<file path="src/rvCtrl_macros.svh">
// Width and step constants shared by the controller package and RTL, include once per file
`ifndef RV_CTRL_MACROS_SVH
`define RV_CTRL_MACROS_SVH

// Data path and program counter width
`define XLEN 32

// Register file addressing, x0..x31
`define REG_ADDR_W 5

// Major opcode field, instrWord[6:0]
`define OPCODE_W 7

// I-type and B-type short immediate
`define IMM_W 12

// Byte-addressed PC, one word per instruction
`define PC_STEP 4

`endif
</file>
<file path="src/rvCtrlPkg.sv">
// Types shared by the controller stages, referenced by scoped name from each module
`default_nettype none

`include "rvCtrl_macros.svh"

package rvCtrlPkg;

    // Values match the RISC-V major opcodes so decode can compare directly
    typedef enum logic [`OPCODE_W-1:0] {
        opImm     = 7'b0010011,
        opReg     = 7'b0110011,
        opBranch  = 7'b1100011,
        opIllegal = 7'b1111111   // Anything not listed above
    } opcodeT;

    // External ALU function select
    typedef enum logic [4:0] {
        aluAdd  = 5'b00000,
        aluSub  = 5'b00001,
        aluMul  = 5'b00010,
        aluSll  = 5'b00100,
        aluSrl  = 5'b00101,
        aluEq   = 5'b00110,  // 1 when operands equal
        aluAnd  = 5'b01000,
        aluOr   = 5'b01001,
        aluXor  = 5'b01010,
        aluSltu = 5'b01101,
        aluSlt  = 5'b01110,
        aluSra  = 5'b01111
    } aluOpT;

    typedef enum logic {brEq = 1'b0, brNe = 1'b1} branchCondT;   // funct3[0]

    typedef struct packed {
        opcodeT                 opcode;
        aluOpT                  aluOp;
        branchCondT             branchCond;
        logic [`REG_ADDR_W-1:0] rs1;
        logic [`REG_ADDR_W-1:0] rs2;
        logic [`REG_ADDR_W-1:0] rd;
        logic [`XLEN-1:0]       imm;       // Sign-extended, shamt or branch offset
        logic                   usesRs2;
        logic [`XLEN-1:0]       pc;
    } decodedT;

    typedef struct packed {
        logic [`REG_ADDR_W-1:0] rs1;
        logic [`REG_ADDR_W-1:0] rs2;
        logic                   usesRs2;   // Low means rs2Data is don't-care
    } regReqT;

    typedef struct packed {
        aluOpT            aluOp;
        logic [`XLEN-1:0] operandA;
        logic [`XLEN-1:0] operandB;
    } aluReqT;

    // Execute to retire, nextPc still to be formed
    typedef struct packed {
        logic                   writeEn;   // ALU op, before x0 masking
        logic [`REG_ADDR_W-1:0] rd;
        logic [`XLEN-1:0]       value;     // ALU result, or target when taken
        logic [`XLEN-1:0]       pc;
        logic                   taken;
    } resultT;

    typedef struct packed {
        logic                   writeEn;
        logic [`REG_ADDR_W-1:0] rd;
        logic [`XLEN-1:0]       value;
        logic [`XLEN-1:0]       nextPc;
    } retireT;

    typedef enum logic [2:0] {
        sIdle, sRegReq, sRegWait, sAluReq, sAluWait, sTgtReq, sTgtWait, sResult
    } seqStateT;

endpackage

`default_nettype wire

</file>
<file path="src/rvController.sv">
// Controller top, connects decode, execute and retire stages to the external register file and ALU
`timescale 1ns/1ns
`default_nettype none

`include "rvCtrl_macros.svh"

module rvController (
    input  logic              clk,
    input  logic              reset,
    input  logic              instrValid,
    output logic              instrReady,
    input  logic [`XLEN-1:0]  instrWord,
    input  logic [`XLEN-1:0]  instrPc,
    output logic              regReqValid,
    input  logic              regReqReady,
    output rvCtrlPkg::regReqT regReq,
    input  logic              regDataValid,
    input  logic [`XLEN-1:0]  rs1Data,
    input  logic [`XLEN-1:0]  rs2Data,
    output logic              aluReqValid,
    input  logic              aluReqReady,
    output rvCtrlPkg::aluReqT aluReq,
    input  logic              aluRespValid,
    input  logic [`XLEN-1:0]  aluResult,
    output logic              retireValid,
    input  logic              retireReady,
    output rvCtrlPkg::retireT retire
);

    logic               decValid;   // Decode to execute
    logic               decReady;
    rvCtrlPkg::decodedT dec;
    logic               resValid;   // Execute to retire
    logic               resReady;
    rvCtrlPkg::resultT  res;

    instrDecode decodeStage (
        .clk(clk), .reset(reset),
        .instrValid(instrValid), .instrWord(instrWord), .instrPc(instrPc),
        .decReady(decReady), .instrReady(instrReady), .decValid(decValid), .dec(dec)
    );

    execSequencer seqStage (
        .clk(clk), .reset(reset), .decValid(decValid), .dec(dec),
        .regReqReady(regReqReady), .regDataValid(regDataValid),
        .rs1Data(rs1Data), .rs2Data(rs2Data),
        .aluReqReady(aluReqReady), .aluRespValid(aluRespValid), .aluResult(aluResult),
        .resReady(resReady), .decReady(decReady),
        .regReqValid(regReqValid), .regReq(regReq),
        .aluReqValid(aluReqValid), .aluReq(aluReq),
        .resValid(resValid), .res(res)
    );

    retireUnit retireStage (
        .clk(clk), .reset(reset), .resValid(resValid), .res(res),
        .retireReady(retireReady), .resReady(resReady),
        .retireValid(retireValid), .retire(retire)
    );

endmodule

`default_nettype wire

</file>
<file path="src/retireUnit.sv">
// Retire slot, forms writeback and next PC and holds them until the consumer takes them
`timescale 1ns/1ns
`default_nettype none

`include "rvCtrl_macros.svh"

module retireUnit (
    input  logic              clk,
    input  logic              reset,
    input  logic              resValid,
    input  rvCtrlPkg::resultT res,
    input  logic              retireReady,
    output logic              resReady,
    output logic              retireValid,
    output rvCtrlPkg::retireT retire
);

    logic slotFull;
    logic takeRes;

    assign takeRes     = resValid && resReady;
    assign resReady    = !slotFull || retireReady;   // Room now or after this edge
    assign retireValid = slotFull;

    always_ff @(posedge clk or posedge reset)
    begin
        if (reset)
            slotFull <= 1'b0;
        else if (takeRes)
            slotFull <= 1'b1;
        else if (retireReady)
            slotFull <= 1'b0;
    end

    always_ff @(posedge clk)
    begin
        if (takeRes)
        begin
            retire.writeEn <= res.writeEn && (res.rd != '0);   // x0 writes dropped
            retire.rd      <= res.rd;
            retire.value   <= res.value;
            // Sequential flow unless a branch was taken
            retire.nextPc  <= res.taken ? res.value : res.pc + `XLEN'(`PC_STEP);
        end
    end

endmodule

`default_nettype wire

</file>
<file path="src/execSequencer.sv">
// Execute FSM, fetches operands, drives the external ALU and resolves branches for one instruction
`timescale 1ns/1ns
`default_nettype none

`include "rvCtrl_macros.svh"

module execSequencer (
    input  logic               clk,
    input  logic               reset,
    input  logic               decValid,
    input  rvCtrlPkg::decodedT dec,
    input  logic               regReqReady,
    input  logic               regDataValid,
    input  logic [`XLEN-1:0]   rs1Data,
    input  logic [`XLEN-1:0]   rs2Data,
    input  logic               aluReqReady,
    input  logic               aluRespValid,
    input  logic [`XLEN-1:0]   aluResult,
    input  logic               resReady,
    output logic               decReady,
    output logic               regReqValid,
    output rvCtrlPkg::regReqT  regReq,
    output logic               aluReqValid,
    output rvCtrlPkg::aluReqT  aluReq,
    output logic               resValid,
    output rvCtrlPkg::resultT  res
);

    rvCtrlPkg::seqStateT state;
    rvCtrlPkg::decodedT  cur;          // Instruction in execution
    logic                isBranch;
    logic                branchTaken;

    assign isBranch = (cur.opcode == rvCtrlPkg::opBranch);

    // Eq pass returns 1 on equal
    assign branchTaken = (cur.branchCond == rvCtrlPkg::brEq) ? (aluResult != '0)
                                                             : (aluResult == '0);

    assign decReady    = (state == rvCtrlPkg::sIdle);
    assign regReqValid = (state == rvCtrlPkg::sRegReq);
    assign aluReqValid = (state == rvCtrlPkg::sAluReq) || (state == rvCtrlPkg::sTgtReq);
    assign resValid    = (state == rvCtrlPkg::sResult);

    assign regReq = '{rs1: cur.rs1, rs2: cur.rs2, usesRs2: cur.usesRs2};

    always_ff @(posedge clk or posedge reset)
    begin
        if (reset)
            state <= rvCtrlPkg::sIdle;
        else
        begin
            case (state)
                rvCtrlPkg::sIdle:
                begin
                    if (decValid)   // Unsupported opcodes go straight to result
                        state <= (dec.opcode == rvCtrlPkg::opIllegal) ? rvCtrlPkg::sResult
                                                                       : rvCtrlPkg::sRegReq;
                end
                rvCtrlPkg::sRegReq:  if (regReqReady) state <= rvCtrlPkg::sRegWait;
                rvCtrlPkg::sRegWait: if (regDataValid) state <= rvCtrlPkg::sAluReq;
                rvCtrlPkg::sAluReq:  if (aluReqReady) state <= rvCtrlPkg::sAluWait;
                rvCtrlPkg::sAluWait:
                begin
                    if (aluRespValid)
                        state <= (isBranch && branchTaken) ? rvCtrlPkg::sTgtReq
                                                           : rvCtrlPkg::sResult;
                end
                rvCtrlPkg::sTgtReq:  if (aluReqReady) state <= rvCtrlPkg::sTgtWait;
                rvCtrlPkg::sTgtWait: if (aluRespValid) state <= rvCtrlPkg::sResult;
                rvCtrlPkg::sResult:  if (resReady) state <= rvCtrlPkg::sIdle;
                default:             state <= rvCtrlPkg::sIdle;
            endcase
        end
    end

    // Payload registers, only loaded on the step that owns them
    always_ff @(posedge clk)
    begin
        case (state)
            rvCtrlPkg::sIdle:
            begin
                if (decValid)
                begin
                    cur <= dec;
                    res <= '{writeEn: 1'b0, rd: dec.rd, value: '0, pc: dec.pc, taken: 1'b0};
                end
            end
            rvCtrlPkg::sRegWait:
            begin
                if (regDataValid)   // Immediate replaces rs2 for opImm
                    aluReq <= '{aluOp: cur.aluOp, operandA: rs1Data,
                                operandB: (cur.opcode == rvCtrlPkg::opImm) ? cur.imm : rs2Data};
            end
            rvCtrlPkg::sAluWait:
            begin
                if (aluRespValid)
                begin
                    res.value   <= aluResult;
                    res.writeEn <= !isBranch;
                    if (isBranch && branchTaken)   // Second pass, pc + offset
                        aluReq <= '{aluOp: rvCtrlPkg::aluAdd, operandA: cur.pc, operandB: cur.imm};
                end
            end
            rvCtrlPkg::sTgtWait:
            begin
                if (aluRespValid)
                begin
                    res.value <= aluResult;   // Branch target
                    res.taken <= 1'b1;
                end
            end
            default:
            begin
            end
        endcase
    end

endmodule

`default_nettype wire

</file>
<file path="src/instrDecode.sv">
// One-entry decode slot, takes an instruction word and PC and hands a decoded record to execute
`timescale 1ns/1ns
`default_nettype none

`include "rvCtrl_macros.svh"

module instrDecode (
    input  logic                clk,
    input  logic                reset,
    input  logic                instrValid,
    input  logic [`XLEN-1:0]    instrWord,
    input  logic [`XLEN-1:0]    instrPc,
    input  logic                decReady,
    output logic                instrReady,
    output logic                decValid,
    output rvCtrlPkg::decodedT  dec
);

    logic                 slotFull;
    rvCtrlPkg::decodedT   decNext;
    logic [`OPCODE_W-1:0] opField;
    logic [2:0]           funct3;
    logic [6:0]           funct7;   // imm[11:5] for I-type shifts

    // Shared by R-type and I-type, sub and mul only exist for registers
    function automatic rvCtrlPkg::aluOpT aluOpFor(input logic [2:0] f3, input logic [6:0] f7,
                                                  input logic isReg);
        rvCtrlPkg::aluOpT op;
        case (f3)
            3'b000:
            begin
                if (isReg && f7 == 7'b0100000)
                    op = rvCtrlPkg::aluSub;
                else if (isReg && f7 == 7'b0000001)
                    op = rvCtrlPkg::aluMul;
                else
                    op = rvCtrlPkg::aluAdd;
            end
            3'b001:  op = rvCtrlPkg::aluSll;
            3'b010:  op = rvCtrlPkg::aluSlt;
            3'b011:  op = rvCtrlPkg::aluSltu;
            3'b100:  op = rvCtrlPkg::aluXor;
            3'b101:  op = f7[5] ? rvCtrlPkg::aluSra : rvCtrlPkg::aluSrl;   // Arithmetic bit
            3'b110:  op = rvCtrlPkg::aluOr;
            default: op = rvCtrlPkg::aluAnd;
        endcase
        return op;
    endfunction

    assign opField = instrWord[`OPCODE_W-1:0];
    assign funct3  = instrWord[14:12];
    assign funct7  = instrWord[31:25];

    assign instrReady = !slotFull || decReady;   // Empty, or draining this cycle
    assign decValid   = slotFull;

    always_comb
    begin
        decNext            = '0;
        decNext.rs1        = instrWord[19:15];
        decNext.rs2        = instrWord[24:20];
        decNext.rd         = instrWord[11:7];
        decNext.pc         = instrPc;
        decNext.branchCond = funct3[0] ? rvCtrlPkg::brNe : rvCtrlPkg::brEq;
        decNext.imm        = {{(`XLEN-`IMM_W){instrWord[31]}}, instrWord[31:20]};
        case (opField)
            rvCtrlPkg::opImm:
            begin
                decNext.opcode = rvCtrlPkg::opImm;
                decNext.aluOp  = aluOpFor(funct3, funct7, 1'b0);
                if (funct3 == 3'b001 || funct3 == 3'b101)
                    decNext.imm = `XLEN'(instrWord[24:20]);   // shamt
            end
            rvCtrlPkg::opReg:
            begin
                decNext.opcode  = rvCtrlPkg::opReg;
                decNext.aluOp   = aluOpFor(funct3, funct7, 1'b1);
                decNext.usesRs2 = 1'b1;
            end
            rvCtrlPkg::opBranch:
            begin
                decNext.opcode  = rvCtrlPkg::opBranch;
                decNext.aluOp   = rvCtrlPkg::aluEq;   // First pass compares
                decNext.usesRs2 = 1'b1;
                // B-type offset imm[12:1], bit 0 always zero
                decNext.imm     = {{(`XLEN-`IMM_W-1){instrWord[31]}}, instrWord[31], instrWord[7],
                                   instrWord[30:25], instrWord[11:8], 1'b0};
            end
            default:
            begin
                decNext.opcode = rvCtrlPkg::opIllegal;   // Retires as no-op
                decNext.aluOp  = rvCtrlPkg::aluAdd;
            end
        endcase
    end

    always_ff @(posedge clk or posedge reset)
    begin
        if (reset)
            slotFull <= 1'b0;
        else if (instrValid && instrReady)
            slotFull <= 1'b1;
        else if (decReady)
            slotFull <= 1'b0;
    end

    always_ff @(posedge clk)
    begin
        if (instrValid && instrReady)
            dec <= decNext;
    end

endmodule

`default_nettype wire

</file>
<file path="config.mk">
export PLATFORM = sky130hd
export DESIGN_NAME = rvController
export DESIGN_NICKNAME = d
export VERILOG_FILES = /design/src/rvCtrlPkg.sv /design/src/rvController.sv /design/src/retireUnit.sv /design/src/execSequencer.sv /design/src/instrDecode.sv
export VERILOG_INCLUDE_DIRS = /design/src
export SDC_FILE = /design/constraint.sdc
export NUM_CORES = 1
export LEC_CHECK = 0
export ABC_AREA = 1
export BUFFER_PORTS_ARGS = -buffer_cell sky130_fd_sc_hd__buf_2
export CAP_MARGIN = 10
export CORE_ASPECT_RATIO = 0.9
export CORE_MARGIN = 2
export CORE_UTILIZATION = 53
export CTS_CLUSTER_DIAMETER = 80
export DETAILED_ROUTE_END_ITERATION = 6
export GPL_ROUTABILITY_DRIVEN = 0
export PLACE_DENSITY = 0.83
export SETUP_SLACK_MARGIN = 0.5
export SYNTH_ARGS = -nofsm -noshare
export SYNTH_HDL_FRONTEND = slang
export SYNTH_SLANG_ARGS = --single-unit
export TNS_END_PERCENT = 10
</file>
<file path="constraint.sdc">
create_clock -name clk -period 5.85 [get_ports clk]
set_input_delay 0.585 -clock clk [delete_from_list [all_inputs] [get_ports clk]]
set_output_delay 0.585 -clock clk [all_outputs]
set_load 0.1 [all_outputs]
</file>
Word-level counts from Yosys, hierarchy flattened
Index checks and enable logic that the tools add are counted.
{"block": "totals", "ff_bits": 364, "inputBits": 168, "out_inout_bits": 154, "elab_cells": 132}
{"block": "classes", "eq_ne": 31, "add_sub_neg": 1, "muxes": 39, "reduce_logical": 30}
{"op": "$mux 69", "n": 3}
{"op": "$pmux 69 s2", "n": 1}
{"op": "$mux 32", "n": 4}
{"op": "$pmux 32 s2", "n": 2}
{"op": "$mux 71", "n": 1}
{"op": "$pmux 5 s7", "n": 2}
{"op": "$pmux 12 s3", "n": 1}
{"op": "$add 32x3->32 const B", "n": 1}
{"op": "$logic_not 32->1", "n": 1}
{"op": "$reduce_bool 32->1", "n": 1}
{"op": "$mux 3", "n": 9}
{"op": "$pmux 3 s8", "n": 1}
{"op": "$eq 3x3->1 const B", "n": 7}
{"op": "$eq 7x7->1 const B", "n": 3}
{"op": "$eq 7x5->1 const B", "n": 2}
{"op": "$eq 7x6->1 const B", "n": 2}
{"op": "$ne 2x2->1 const B", "n": 7}
{"op": "$eq 3x2->1 const B", "n": 4}
{"op": "$reduce_bool 2->1", "n": 6}
{"op": "$mux 1", "n": 9}
{"op": "$reduce_and 3->1", "n": 3}
{"op": "$reduce_and 8->1", "n": 1}
{"op": "$eq 7x1->1 const B", "n": 1}
{"op": "$eq 3x1->1 const B", "n": 2}
{"op": "other kinds (13)", "n": 27}

Longest topological paths before layout
{"block": "logic_depth", "word_depth": 6, "mapped_depth": 12, "mapped_depth_nobuf": 12}

Cells and area by module
A second synthesis with hierarchy kept.
{"block": "hier_totals", "hier_cells": 1164, "area_unflattened_um2": 14143.6}
{"module": "execSequencer", "seq_area_each_um2": 5960.7, "n_inst": 1, "cells_per_inst": 622, "area_each_um2": 8010.2}
{"module": "retireUnit", "seq_area_each_um2": 2127.0, "n_inst": 1, "cells_per_inst": 353, "area_each_um2": 3398.3}
{"module": "instrDecode", "seq_area_each_um2": 2127.0, "n_inst": 1, "cells_per_inst": 189, "area_each_um2": 2735.1}

Worst setup path after synthesis
Ideal clock, no wire load.
{"block": "synth_timing", "kind": "input -> register", "startpoint": "input aluResult[26]", "endpoint": "register, netlist name seqStage.aluReq[0]", "path_buffers": 0, "arrival_ns": 4.472, "slack_ns": 0.861, "path_stages": 7, "setup_ns": 0.517, "t_required_ns": 5.333, "cell_sequence": "nor2_1 -> nand2_1 -> nor2_1 -> nand2_1 -> o21ai_0 -> nand4_1 -> a21oi_1"}
{"block": "synth_via", "elab_chain_cells": 5, "elab_cells_between_ends": 6, "classes_between": "1 x eq/ne; 1 x mux; 4 x reduce/logical"}
{"item": "start: declaration", "line_no": "rvController.sv:24", "source": "input logic [`XLEN-1:0] aluResult,"}
{"item": "$reduce_bool 32->1 or $logic_not 32->1 (tied branches)", "line_no": "execSequencer.sv:37, execSequencer.sv:38"}
{"item": "$mux 1 (*)", "line_no": "execSequencer.sv:37", "source": "assign branchTaken = (cur.branchCond == rvCtrlPkg::brEq) ? (aluResult != '0)"}
{"item": "$logic_and 1x1->1 (*)", "line_no": "execSequencer.sv:101", "source": "if (isBranch && branchTaken)"}
{"item": "$ne 2x1->1 (no source line) (*)"}
{"item": "$reduce_and 4->1 (no source line) (*)"}
Every way passes the cells marked *; elsewhere a longest branch is shown, timed or not.
A chain may end at the register's enable or synchronous reset.

Worst setup path after layout
{"block": "layout_timing", "startpoint": "register seqStage.state[2]", "endpoint": "register, netlist name seqStage.aluReq[48]"}
{"block": "layout_via", "elab_chain_cells": 3, "elab_cells_between_ends": 7, "classes_between": "5 x eq/ne; 2 x reduce/logical"}
{"item": "start: declaration", "line_no": "execSequencer.sv:29", "source": "rvCtrlPkg::seqStateT state;"}
{"item": "start signal: assignment", "line_no": "execSequencer.sv:50", "source": "state <= rvCtrlPkg::sIdle;"}
{"item": "start signal: assignment", "line_no": "execSequencer.sv:57", "source": "state <= (dec.opcode == rvCtrlPkg::opIllegal) ? rvCtrlPkg::sResult"}
{"item": "start signal: assignment", "line_no": "execSequencer.sv:60", "source": "rvCtrlPkg::sRegReq: if (regReqReady) state <= rvCtrlPkg::sRegWait;"}
{"item": "$eq 3x3->1 or $eq 3x2->1 (tied branches)", "line_no": "execSequencer.sv:80", "source": "case (state)"}
{"item": "$ne 2x1->1 (no source line), or another cell as far along"}
{"item": "$reduce_and 4->1 (no source line) (*)"}
Marked as above.

==> run_results.csv <==
group,metric,value,unit
outcome,outcome,"finished clean",
synth,synth.cells.most_frequent,"sky130_fd_sc_hd__edfxtp_1 (312), sky130_fd_sc_hd__nand2_1 (188), sky130_fd_sc_hd__inv_1 (123)",
setup_path,worst_path_largest_cell_delay,0.86,ns
synth,postSynth.asyncResetShare,1.58,%
clocking,clock_tree_from_tritoncts,"yes",
clocking,num_cts_buffers,31,
setup_path,start_kind,"register",
global_route,number_of_antenna_violations_at_the_first_check_in_global_routing,6,
synth,yosysWarningCount,0,
global_route,grt_overflow,0,
power_and_ir_drop,total_switching_power,0.00405,W
detailed_routing,avgViaCountPerCell,5.24,
detailed_routing,dr_total_vias,8544,
detailed_routing,first_pass_iters,5,
floorplan,die_h,150,microns
setup_path,critical_path.top_delay_family,"buffers and inverters",
synth,synth_cell_type_count,37,
placement,dpl.hpwl,21.3,mm
power_and_ir_drop,worst_ir_drop_vdd,516,uV
synth,synthesized_instance_count,971,
timing,worst_clock_skew,0.0119,ns
synth,synth_top_cell_by_area,"sky130_fd_sc_hd__edfxtp_1",
setup_path,crit_path_cell_trace,"inv_2 > nor2_4 > nand2_2 > buf_4 > o22ai_2 > a21oi_4 > buf_4",
power_and_ir_drop,clock_share_of_power,24.4,%
power_and_ir_drop,comb_power_share,37.7,%
floorplan,die_width,166,microns
finish,post_route_cells_drive_above_1_share,31.5,%
finish,area_growth_syn_to_layout,24.7,%
clocking,clock_path_buffers,3,
synth,syn_nets,1140,
global_route,global_route.usage.total,23.7,%
synth,synth_top_area_share,75.0,%
global_route,grt_use_met2,42.1,%
clocking,cts.clk_slew.worst_paths,0.06,ns
min_path,timing.hold.worst.class,"in2reg",
timing,final_setup_fails,0,
floorplan,core-area,23300,sq um
setup_path,endpoint_kind,"register",
timing,min_period,3.14,ns
setup_path,worst-setup-path-type,"reg2reg",
power_and_ir_drop,power_switching_share,44.0,%
global_route,global_route.usage.met3,5.10,%
power_and_ir_drop,seq_power_share,37.9,%
detailed_routing,totalWireLength,30.2,mm
clocking,clock_tree_root_buffer_cell,"sky130_fd_sc_hd__clkbuf_16",
clocking,worst_skew_pair.late_latency,0.55,ns
synth,synth_edf_count,312,
synth,synth.yosys.seq_area_share,76.0,%
global_route,globalRoute.busiestLayer,"met2",
flow_run,maxCapViolCount,0,
global_route,grt_start_max_net_pins,66,
setup_path,cp_data_required_time,6.05,ns
timing,fin_tns_setup,0,ns
placement,port_buffers,320,
clocking,post-cts-setup-buffer-count,0,
power_and_ir_drop,p_int,0.00515,W
timing,report.final.slew_viol_count,0,
floorplan,boundaryPins,322,
floorplan,initial_core_util,53.7,%
timing,timing.final.crit_share,53.6,%
timing,tightestPinTransition,1.14,ns
setup_path,cpMostUsedCell,"sky130_fd_sc_hd__buf_4",
detailed_routing,wl_per_cell,18.6,microns
timing,worst_slew_margin_rel,23.8,%
timing,timing_hold_violations_final,0,
setup_path,path_max_fanout,65,
global_route,grt_pass1_wl,45.2,mm
setup_path,critical_path.n_buffers_inverters,3,
setup_path,critical-path-slowest-cell,"sky130_fd_sc_hd__a21oi_4",
setup_path,worst_ep_arrival_time,3.34,ns
detailed_routing,antenna_violating_nets_post_route,0,
detailed_routing,dr.first_iter.drc_count,864,
timing,grt_setup_unrepaired,"false",
floorplan,floorplan.rows,53,
synth,ys_seq_elements,317,
detailed_routing,detail_route.drc_violations,0,
finish,fillCellCount,1645,
global_route,number_of_global_route_vias_before_repair,8390,
timing,final.setup.worst_slack,2.71,ns
placement,preCtsSetupSlack,2.14,ns
synth,cells_taking_the_most_area_after_synthesis,"sky130_fd_sc_hd__edfxtp_1 (75%), sky130_fd_sc_hd__nand2_1 (5.6%), sky130_fd_sc_hd__inv_1 (3.7%), sky130_fd_sc_hd__nor2_1 (3.3%), sky130_fd_sc_hd__o21ai_0 (3.0%)",
synth,syn_avg_cell_area,12.9,sq um
synth,synth_area,12500,sq um
timing,hold-worst-slack,0.203,ns
clocking,htree_num_levels,1,
clocking,cts_sinks,317,
power_and_ir_drop,power.static_leakage,6.46,nW
finish,nets,1469,
synth,most_frequent_cell_after_synthesis,"sky130_fd_sc_hd__edfxtp_1",
global_route,global_route.usage.met1,29.4,%
floorplan,dieArea,24800,sq um
synth,ys.flop_type,"sky130_fd_sc_hd__edfxtp_1",
power_and_ir_drop,power_density,591,nW/um^2
timing,clock.fmax,319,MHz
## state kept, by name, indices dropped and copies added (netlist names)
| register | cells |
|---|---|
| seqStage.res | 71 |
| decodeStage.dec | 70 |
| retireStage.retire | 70 |
| seqStage.aluReq | 68 |
| seqStage.cur | 22 |
| seqStage.regReq | 11 |
| seqStage.state | 3 |
| decodeStage.decValid | 1 |
| retireStage.retireValid | 1 |
## layout make-up
type,count,area [sq um],share of cell area (%)
multi-input combinational,491,2370,15.2
tap,302,378,2.43
inverter,129,485,3.12
antenna,5,12.5,0.0803
clock inverter,17,348,2.23
timing repair buffer,330,1680,10.8
sequential,317,9490,60.9
clock buffer,39,806,5.17
## power groups by stage
stage	logic [W]	clock network [W]	registers, W
floorplan	0.000865	0	0.00549
global placement	0.00341	0	0.00351
detailed placement	0.00347	0	0.00352
CTS	0.00349	0.00227	0.00349
global route	0.00362	0.00236	0.00353
finish	0.00347	0.00225	0.00349
## metal layers
layer / share of wire (%) / vias to the layer above
met5: 0.023 / -
met4: 3.2 / 2
met3: 8.2 / 70
met2: 50 / 464
met1: 38 / 4026
li1: - / 3982
## per-stage QoR
stage	utilization [%]	instance area, sq um	instances	total power (W)
3_5_place_dp	61.9	14400	1568	0.00699
3_3_place_gp	61.9	14400	1568	0.00692
4_1_cts	66.9	15600	1625	0.00924
6_report	66.9	15600	1630	0.00920
5_1_grt	66.9	15600	1628	0.00952
2_1_floorplan	-	12500	971	0.00635
## worst register-to-register path, delay by kind of cell, from the launching register on
kind	cells	cell delay, ns
and+or+nand+nor	2	0.10
buffers and inverters	3	1.18
DFF	1	0.42
AOI/OAI and AO/OA	2	1.06
## timing repair
item	in CTS	in global routing
resized for setup	0	0
hold endpoints to repair	5	0
endpoints found under the setup margin	0	0
hold buffers	1	0
## final timing paths
path | from | to | slack, ns | cells past startpoint
max in group asynchronous | reset | seqStage.state[2]$_DFFE_PP0P_ | 5.17 | 3
setup reg to reg | seqStage.state[2]$_DFFE_PP0P_ | seqStage.aluReq[48]$_DFFE_PP_ | 2.71 | 7
hold reg to reg | decodeStage.dec[20]$_DFFE_PP_ | seqStage.res[21]$_DFFE_PP_ | 0.42 | 0
setup / recovery | seqStage.state[2]$_DFFE_PP0P_ | seqStage.aluReq[48]$_DFFE_PP_ | 2.71 | 7
hold / removal | instrWord[19] | decodeStage.dec[79]$_DFFE_PP_ | 0.20 | 1
min in group asynchronous | reset | seqStage.state[0]$_DFFE_PP0P_ | 0.49 | 3
## logic make-up (layout without fill, tap and decap cells)
family | Yosys count | count (layout) | share of synthesized area [%]
compound gates | 105 | 105 | 4.48
xor+xnor | 9 | 9 | 0.631
fa+ha+maj | 1 | 1 | 0.100
buf+inv | 163 | 515 | 5.36
flops | 317 | 317 | 76.0
mux | 12 | 12 | 1.08
other cells | 1 | 6 | 0.0300
simple gates | 363 | 363 | 12.3
## cell usage in the layout, fill, tap and decap left out, drive strengths merged, types with 2 or more instances in the layout
master    n
o22ai     2
nor2    114
nand2   192
o21ai    77
buf     329
diode     5
nand3    25
bufinv   10
inv     131
nand4     9
clkinv    5
xor2      9
mux2     12
nor3     19
edfxtp  312
clkbuf   39
dfrtp     5
a31oi    11
a21oi    12
o31ai     2
(Power assumes the default switching activity.)
